File: src/rtl/dsp_pkg.sv
// Shared opcode, register and width definitions for the DSP front end, referenced by scoped name

package dsp_pkg;

    // Bus and field widths
    localparam int INSTR_W     = 16;  // Instruction and data word
    localparam int PC_W        = 12;  // Program address
    localparam int IMM_SHORT_W = 9;   // Short immediate, sign-extended on load
    localparam int NUM_REGS    = 5;   // r0 to r3 plus j

    // T field, instruction bits 15:11
    typedef enum logic [4:0] {
        T_GOTO_JA   = 5'b00000,
        T_SHORT_IMM = 5'b00010,
        T_LONG_IMM  = 5'b01010,
        T_RAM_XFER  = 5'b01100   // Y=R store, also the group code for R=Y
    } t_field_e;

    // R=Y load shares the transfer group with Y=R
    localparam logic [4:0] T_RAM_LOAD = 5'b01111;

    // Register targets
    typedef enum logic [2:0] {
        R0 = 3'd0,
        R1 = 3'd1,
        R2 = 3'd2,
        R3 = 3'd3,
        RJ = 3'd4   // Step register, codes 5 to 7 unused
    } reg_sel_e;

    // Pointer post-modify, instruction bits 1:0
    typedef enum logic [1:0] {
        PM_NONE = 2'd0,
        PM_INC  = 2'd1,
        PM_DEC  = 2'd2,
        PM_STEP = 2'd3   // Adds j
    } post_mod_e;

endpackage

File: src/rtl/dsp_ctrl_if.sv
// Decoder control pulses and instruction fields, shared by the decoder and both address units
`timescale 1ns/1ps

interface dsp_ctrl_if;

    // ROM address unit
    logic                            goto_ja;
    logic [dsp_pkg::PC_W-1:0]        i_field;   // Goto target

    // Register loads
    logic                            short_load;
    logic                            long_load;
    logic [dsp_pkg::IMM_SHORT_W-1:0] short_imm;
    logic [dsp_pkg::INSTR_W-1:0]     long_imm;  // Second word of a long immediate

    // RAM transfers
    logic                            ram_load;  // R=Y
    logic                            ram_we;    // Y=R
    dsp_pkg::reg_sel_e               r_field;
    logic [1:0]                      ptr_sel;
    dsp_pkg::post_mod_e              post_mod;

    logic                            data_busy; // Data access in progress

    modport ctrl (
        output goto_ja, i_field, short_load, long_load, short_imm, long_imm,
        output ram_load, ram_we, r_field, ptr_sel, post_mod
    );

    modport xaau (input goto_ja, i_field, data_busy);

    modport yaau (
        input  short_load, long_load, short_imm, long_imm,
        input  ram_load, ram_we, r_field, ptr_sel, post_mod,
        output data_busy
    );

endinterface

File: src/rtl/dsp_ctrl.sv
// Instruction decoder turning each fetched word into one-cycle control pulses for the address units
`timescale 1ns/1ps

module dsp_ctrl (
    input  logic                         clk,
    input  logic                         rst,
    input  logic                         instr_valid,
    input  logic [dsp_pkg::INSTR_W-1:0]  instr,
    dsp_ctrl_if.ctrl                     bus,
    output logic                         fault
);

    logic [4:0]        t_raw;
    dsp_pkg::t_field_e t_code;
    logic              xfer_load;    // R=Y rather than Y=R
    logic              double_word;  // Next word is long immediate data

    // Fold the T encodings that share a group onto one enum code
    always_comb begin
        t_raw     = instr[15:11];
        xfer_load = (t_raw == dsp_pkg::T_RAM_LOAD);
        // Bit 11 is part of the operand for goto and short immediate
        if (t_raw[4:2] == 3'b000) begin
            t_raw[0] = 1'b0;
        end
        if (xfer_load) begin
            t_raw = dsp_pkg::T_RAM_XFER;
        end
        t_code = dsp_pkg::t_field_e'(t_raw);
    end

    // Control pulses, double-word tracking and fault
    always_ff @(posedge clk or posedge rst) begin
        if (rst) begin
            bus.goto_ja    <= 1'b0;
            bus.short_load <= 1'b0;
            bus.long_load  <= 1'b0;
            bus.ram_load   <= 1'b0;
            bus.ram_we     <= 1'b0;
            double_word    <= 1'b0;
            fault          <= 1'b0;
        end else begin
            // Pulses last one cycle
            bus.goto_ja    <= 1'b0;
            bus.short_load <= 1'b0;
            bus.long_load  <= 1'b0;
            bus.ram_load   <= 1'b0;
            bus.ram_we     <= 1'b0;
            if (instr_valid) begin
                if (double_word) begin
                    bus.long_load <= 1'b1;  // Word is data, not decoded
                    double_word   <= 1'b0;
                end else begin
                    case (t_code)
                        dsp_pkg::T_GOTO_JA:   bus.goto_ja    <= 1'b1;
                        dsp_pkg::T_SHORT_IMM: bus.short_load <= 1'b1;
                        dsp_pkg::T_LONG_IMM:  double_word    <= 1'b1;
                        dsp_pkg::T_RAM_XFER: begin
                            bus.ram_load <= xfer_load;
                            bus.ram_we   <= ~xfer_load;
                        end
                        default: fault <= 1'b1;  // Sticky until reset
                    endcase
                end
            end
        end
    end

    // Instruction fields, captured alongside the pulses
    always_ff @(posedge clk) begin
        if (instr_valid) begin
            if (double_word) begin
                bus.long_imm <= instr;
            end else begin
                bus.i_field   <= instr[11:0];
                bus.short_imm <= instr[8:0];
                bus.ptr_sel   <= instr[3:2];
                bus.post_mod  <= dsp_pkg::post_mod_e'(instr[1:0]);
                if (t_code == dsp_pkg::T_SHORT_IMM) begin
                    bus.r_field <= dsp_pkg::reg_sel_e'(instr[11:9]);
                end else if (t_code == dsp_pkg::T_LONG_IMM ||
                             t_code == dsp_pkg::T_RAM_XFER) begin
                    // Long immediate keeps it across the data word
                    bus.r_field <= dsp_pkg::reg_sel_e'(instr[6:4]);
                end
            end
        end
    end

endmodule

File: src/rtl/dsp_top.sv
// Top level of the DSP front end joining decoder and both address units to the two Wishbone buses
`timescale 1ns/1ps

module dsp_top (
    input  logic                         clk,
    input  logic                         rst,
    // Instruction bus
    output logic                         iwb_cyc,
    output logic                         iwb_stb,
    output logic [dsp_pkg::PC_W-1:0]     iwb_adr,
    input  logic [dsp_pkg::INSTR_W-1:0]  iwb_dat_i,
    input  logic                         iwb_ack,
    // Data bus
    output logic                         dwb_cyc,
    output logic                         dwb_stb,
    output logic                         dwb_we,
    output logic [dsp_pkg::INSTR_W-1:0]  dwb_adr,
    output logic [dsp_pkg::INSTR_W-1:0]  dwb_dat_o,
    input  logic [dsp_pkg::INSTR_W-1:0]  dwb_dat_i,
    input  logic                         dwb_ack,
    output logic                         fault
);

    logic                        instr_valid;
    logic [dsp_pkg::INSTR_W-1:0] instr;

    dsp_ctrl_if ctrl_bus ();

    dsp_ctrl u_ctrl (
        .clk         (clk),
        .rst         (rst),
        .instr_valid (instr_valid),
        .instr       (instr),
        .bus         (ctrl_bus.ctrl),
        .fault       (fault)
    );

    dsp_xaau u_xaau (
        .clk         (clk),
        .rst         (rst),
        .bus         (ctrl_bus.xaau),
        .instr_valid (instr_valid),
        .instr       (instr),
        .iwb_cyc     (iwb_cyc),
        .iwb_stb     (iwb_stb),
        .iwb_adr     (iwb_adr),
        .iwb_dat_i   (iwb_dat_i),
        .iwb_ack     (iwb_ack)
    );

    dsp_yaau u_yaau (
        .clk         (clk),
        .rst         (rst),
        .bus         (ctrl_bus.yaau),
        .dwb_cyc     (dwb_cyc),
        .dwb_stb     (dwb_stb),
        .dwb_we      (dwb_we),
        .dwb_adr     (dwb_adr),
        .dwb_dat_o   (dwb_dat_o),
        .dwb_dat_i   (dwb_dat_i),
        .dwb_ack     (dwb_ack)
    );

endmodule

File: src/rtl/dsp_xaau.sv
// ROM address unit holding the program counter and running the instruction-fetch Wishbone master
`timescale 1ns/1ps

module dsp_xaau (
    input  logic                         clk,
    input  logic                         rst,
    dsp_ctrl_if.xaau                     bus,
    output logic                         instr_valid,
    output logic [dsp_pkg::INSTR_W-1:0]  instr,
    output logic                         iwb_cyc,
    output logic                         iwb_stb,
    output logic [dsp_pkg::PC_W-1:0]     iwb_adr,
    input  logic [dsp_pkg::INSTR_W-1:0]  iwb_dat_i,
    input  logic                         iwb_ack
);

    typedef enum logic [1:0] {
        FETCH,
        DECODE,
        WAIT_DATA
    } state_e;

    state_e                   state;
    logic [dsp_pkg::PC_W-1:0] pc;

    assign iwb_stb = iwb_cyc;
    assign iwb_adr = pc;

    // Decoder samples the word on the ack edge
    assign instr_valid = iwb_cyc & iwb_ack;
    assign instr       = iwb_dat_i;

    always_ff @(posedge clk or posedge rst) begin
        if (rst) begin
            state   <= FETCH;
            pc      <= '0;
            iwb_cyc <= 1'b0;
        end else begin
            case (state)
                FETCH: begin
                    if (!iwb_cyc) begin
                        iwb_cyc <= 1'b1;  // First fetch after reset
                    end else if (iwb_ack) begin
                        iwb_cyc <= 1'b0;
                        pc      <= pc + 1'b1;
                        state   <= DECODE;
                    end
                end
                DECODE: begin
                    // Control pulses are live in this cycle
                    if (bus.goto_ja) begin
                        pc <= bus.i_field;
                    end
                    if (bus.data_busy) begin
                        state <= WAIT_DATA;
                    end else begin
                        state   <= FETCH;
                        iwb_cyc <= 1'b1;
                    end
                end
                default: begin  // WAIT_DATA
                    if (!bus.data_busy) begin
                        state   <= FETCH;
                        iwb_cyc <= 1'b1;
                    end
                end
            endcase
        end
    end

endmodule

File: src/rtl/dsp_yaau.sv
// RAM address unit with pointer and step registers, post-modify logic and the data Wishbone master
`timescale 1ns/1ps

module dsp_yaau (
    input  logic                         clk,
    input  logic                         rst,
    dsp_ctrl_if.yaau                     bus,
    output logic                         dwb_cyc,
    output logic                         dwb_stb,
    output logic                         dwb_we,
    output logic [dsp_pkg::INSTR_W-1:0]  dwb_adr,
    output logic [dsp_pkg::INSTR_W-1:0]  dwb_dat_o,
    input  logic [dsp_pkg::INSTR_W-1:0]  dwb_dat_i,
    input  logic                         dwb_ack
);

    localparam int EXT_W = dsp_pkg::INSTR_W - dsp_pkg::IMM_SHORT_W;

    logic [dsp_pkg::INSTR_W-1:0] regs [dsp_pkg::NUM_REGS];  // r0 to r3, then j
    logic [dsp_pkg::INSTR_W-1:0] ptr;
    logic [dsp_pkg::INSTR_W-1:0] step;
    logic [dsp_pkg::INSTR_W-1:0] ptr_next;
    logic [dsp_pkg::INSTR_W-1:0] short_ext;
    logic                        dst_ok;    // Register code names a real register
    logic                        xfer_done;

    assign dst_ok    = (bus.r_field <= dsp_pkg::RJ);
    assign short_ext = {{EXT_W{bus.short_imm[dsp_pkg::IMM_SHORT_W-1]}}, bus.short_imm};
    assign ptr       = regs[bus.ptr_sel];
    assign step      = regs[dsp_pkg::RJ];
    assign xfer_done = dwb_cyc & dwb_ack;

    // Busy from the pulse itself, then from the running cycle
    assign bus.data_busy = bus.ram_load | bus.ram_we | dwb_cyc;

    assign dwb_stb   = dwb_cyc;
    assign dwb_adr   = ptr;
    assign dwb_dat_o = dst_ok ? regs[bus.r_field] : '0;

    always_comb begin
        case (bus.post_mod)
            dsp_pkg::PM_INC:  ptr_next = ptr + 1'b1;
            dsp_pkg::PM_DEC:  ptr_next = ptr - 1'b1;
            dsp_pkg::PM_STEP: ptr_next = ptr + step;
            default:          ptr_next = ptr;
        endcase
    end

    // One data-bus cycle per transfer
    always_ff @(posedge clk or posedge rst) begin
        if (rst) begin
            dwb_cyc <= 1'b0;
            dwb_we  <= 1'b0;
        end else if (bus.ram_load || bus.ram_we) begin
            dwb_cyc <= 1'b1;
            dwb_we  <= bus.ram_we;
        end else if (xfer_done) begin
            dwb_cyc <= 1'b0;
            dwb_we  <= 1'b0;
        end
    end

    // Register file updates
    always_ff @(posedge clk or posedge rst) begin
        if (rst) begin
            for (int i = 0; i < dsp_pkg::NUM_REGS; i++) begin
                regs[i] <= '0;
            end
        end else begin
            if (bus.short_load && dst_ok) begin
                regs[bus.r_field] <= short_ext;
            end
            if (bus.long_load && dst_ok) begin
                regs[bus.r_field] <= bus.long_imm;
            end
            if (xfer_done) begin
                regs[bus.ptr_sel] <= ptr_next;
                // Loaded word wins over post-modify of the same register
                if (!dwb_we && dst_ok) begin
                    regs[bus.r_field] <= dwb_dat_i;
                end
            end
        end
    end

endmodule

File: config.mk
export PLATFORM = sky130hd
export DESIGN_NAME = dsp_top
export DESIGN_NICKNAME = d
export VERILOG_FILES = /design/src/rtl/dsp_pkg.sv /design/src/rtl/dsp_ctrl_if.sv /design/src/rtl/dsp_ctrl.sv /design/src/rtl/dsp_top.sv /design/src/rtl/dsp_xaau.sv /design/src/rtl/dsp_yaau.sv
export SDC_FILE = /design/constraint.sdc
export NUM_CORES = 1
export LEC_CHECK = 0
export ABC_AREA = 1
export ABC_CLOCK_PERIOD_IN_PS = 7480
export BUFFER_PORTS_ARGS = -buffer_cell sky130_fd_sc_hd__buf_2
export CORE_MARGIN = 3
export CORE_UTILIZATION = 40
export CTS_CLUSTER_SIZE = 8
export DETAILED_ROUTE_END_ITERATION = 8
export GPL_ROUTABILITY_DRIVEN = 0
export SETUP_SLACK_MARGIN = 0.15
export SLEW_MARGIN = 20
export SYNTH_ARGS = -nofsm -noshare
export SYNTH_HDL_FRONTEND = slang
export SYNTH_SLANG_ARGS = --single-unit
File: constraint.sdc
create_clock -name clk -period 7.48 [get_ports clk]
set_input_delay 1.87 -clock clk [delete_from_list [all_inputs] [get_ports clk]]
set_output_delay 1.87 -clock clk [all_outputs]
set_load 0.005 [all_outputs]
==> summary.md <==
| Metric | Value |
|---|---|
| Synth async-reset ratio | `0.770` |
| P&R area growth vs syn | `11.5%` |
| CP Class | `reg2out` |
| Post-route DRC violation count | `0` |
| HPWL after DPL | `26400 um` |
| TritonCTS Buffers | `17` |
| Slew Viols, Final | `0` |
| Largest family of logic cells by synthesized area | `simple AND/OR/NAND/NOR gates` |
| Grt ovf | `0` |
| Tcrit/Tclk final | `0.606` |
| Initial DRC count | `1274` |
| Critical path fanouts, max | `20` |
| DRT antenna net count | `0` |
| Synth Cell Area | `around 10000 um^2` |
| Slew Limit Headroom | `0.259` |
| # H-tree levels | `4` |
| Gr usage total | `0.297` |
| Initial Util | `0.408` |
| WL per Instance | `about 22 um` |
| Post-Synth Adder-Cell Area | `0.0220` |
| Placed Cells | `~1800` |
| Synth area leaders | `dfrtp_1, nand2_1, edfxtp_1` |
| Detail-routed via count per cell | `5.92` |
| Synth Area in Compound Gates | `0.253` |
| Core area | `24500 um^2` |
| IO Count | `86` |
| Worst-path cell chain | `inv_2 > nor2_2 > buf_4 > inv_1 > o221ai_1 > buf_2` |
| Ant diodes | `0` |
| Seq/Total Area, Yosys | `0.354` |
| Critical Path AT | `about 2.7 ns` |
| Clock Root Buffer | `clkbuf_16` |
| Pin count of the biggest net entering global routing | `54` |
| CTS tree | `done` |
| Total Nets Final | `1523` |
| Via count | `approximately 11000` |
| # resized after CTS | `0` |
| Non-filler instance count after layout | `1807` |
| Hold/Removal Path Class | `reg2reg` |
| Share of the synthesized area in the top cell type | `0.260` |
| Peak Freq | `approximately 220 MHz` |
| Startpoint types | `flip-flop` |
| Cell taking the most area after synthesis | `dfrtp_1` |
| Slowest-stage cell, CP | `o221ai_1` |
| Seq cells post-synth | `135` |
| Row cnt | `57` |
| Count leader, synth | `nand2_1` |
| Delay-heaviest family, CP | `buffers and inverters` |
| First-pass GRT wire length | `~60000 um` |
| Simple-Gate Fraction of Synth Area | `0.258` |
| YS warnings | `0` |
| Longest Clk Path Bufs | `2` |
| Number of global-route vias before repair | `just over 10000` |
| Fin util | `0.456` |
| CP Capture Type | `output port` |
| Number of synthesized flops with an enable pin | `31` |
| PortBufs | `85` |
| Crit path required time | `5.61 ns` |
| RSZ-0062 raised after global routing | `no` |
| Critical path buffers and inverters | `4` |
| # clock sinks | `approximately 140` |
| Max IR drop VDD | `0.171 mV` |
| Clock Skews | `0.0111 ns` |
| Clock Pin Slew Worst Setup and Hold Paths | `0.06 ns` |
| Die height | `164 um` |
| Post-synthesis cell type count | `50` |
| Die width | `164 um` |
| Pre-antenna DRT Iters | `6` |
| Min-delay src | `u_ctrl.fault` |
| Hold_buf cts | `0` |
| Power Dens Cells | `357 nW/um^2` |
| Endpoints failing setup | `0` |
| Top cell types by occurrence after synthesis | `nand2_1, inv_1, o21ai_0` |
| CP peak stage delay | `0.58 ns` |
| Fraction of layout cells with a size suffix above 1 | `0.129` |
| Post-Synth XOR/XNOR Area | `0.00263` |
| Initial antenna violation count | `0` |
| Worst Tran Pin Value | `approximately 1.1 ns` |
| Synth Instances | `1432` |
| Die ar. | `26900 um^2` |
| Max Cap Violations | `0` |
| Post-synth net total | `~1500` |
| Most used DFF post-synth | `dfrtp_1` |
| CP startpoint | `u_ctrl.bus.short_imm[3]` |
| Final hold violation count | `0` |
| Worst R2R Start | `u_ctrl.bus.short_imm[3]` |
| Setup TNS | `0 ns` |
| Crit path time final | `about 4.5 ns` |
| Post-synthesis mux area share | `0.00338` |
| Worst skew pair latency | `0.43 ns` |
| Status | `finished, final reports clean` |
| Number of setup buffers added after CTS | `0` |
| Routed WL | `39800 um` |
| Pleak | `roughly 5.5 nW` |
| Syn_area_per_cell | `6.98 um^2` |
## tightest hold or removal path: cells and delay by family, from the launching register on
kind / cells / cell delay [ns]
DFF: 1 / 0.35
and+or+nand+nor: 1 / 0.05
buffers and inverters: 1 / 0.04
## cells in the final DEF, fill, tap and decap left out, types with 5 or more instances in the layout
cell	Yosys	final
nand2_1	401	400
inv_1	157	156
o21ai_0	123	123
a21oi_1	108	108
dfrtp_1	104	104
nand3_1	91	91
buf_2	31	85
o21ai_1	64	64
o211ai_1	53	53
nor2_1	46	46
edfxtp_1	31	31
a22oi_1	30	30
inv_2	26	26
clkbuf_16	0	17
ha_1	16	16
o221ai_1	15	15
o2111ai_1	12	12
nand4_1	11	11
buf_4	4	8
nor2_4	7	7
nor3_1	7	7
o21ai_2	5	5
## registers in the layout, summed over array words and instances (netlist names), 2 cells and up
signal and cells:
u_yaau.regs 64, u_ctrl.bus.short_imm 6, u_ctrl.bus.long_imm 16, u_yaau.step 16, u_ctrl.bus.r_field 3, u_xaau.iwb_adr 12
u_xaau.state 2, u_ctrl.bus.i_field 4
## kinds of logic after synthesis
group	count (synthesis)
DFF	135
buffers and inverters	257
AOI/OAI and AO/OA	426
muxes	3
adders and majority gates	17
and+or+nand+nor	591
xor gates and xnor gates	3
## metal layers
metal  vias to the layer above  global-route usage  part of all wire
li1                       4937                   -                 -
met1                      4988               0.410              0.42
met2                       663               0.451              0.44
met3                       111              0.0741              0.11
met4                         0               0.112             0.038
met5                         -                   0                 0
## layout make-up
cell class / instances / area, um^2
repair buffers: 93 / 485
well taps: 324 / 405
clock inverters: 12 / 176
fillers: 2519 / 13300
clock buffers: 20 / 457
flip-flops and latches: 135 / 3530
inverters: 183 / 689
multi-input cells: 1040 / 5400
## path summary, 6_finish.rpt
check                                        endpoint  slack (ns)  cells after the start
worst max-delay path                      dwb_adr[12]        2.95                      6
worst min-delay path                     u_ctrl.fault        0.47                      2
worst max register to register        u_yaau.regs[76]        3.60                     18
worst min register to register           u_ctrl.fault        0.47                      2
max in group asynchronous       u_ctrl.bus.short_load        4.70                      3
min in group asynchronous              u_yaau.step[6]        1.56                      2
## power breakdown
part / total, mW / internal [mW] / switching [mW]
Combinational: 1.79 / 0.656 / 1.13
Sequential: 1.29 / 1.03 / 0.253
Clock: 0.911 / 0.575 / 0.336
Total: 3.98 / 2.26 / 1.72
## through the flow
step | worst slack, ns | hold slack, ns | power, mW | area [um^2]
detailed placement | 3.53 | 0.459 | 3.03 | 10500
finish | 2.95 | 0.475 | 3.98 | 11100
global placement | 3.59 | 0.450 | 3.02 | 10500
global route | 2.89 | 0.510 | 4.30 | 11100
floorplan | 2.88 | 0.455 | 2.47 | 9990
CTS | 3.07 | 0.480 | 3.95 | 11100
Note: power is estimated with default switching activity, not from simulation.
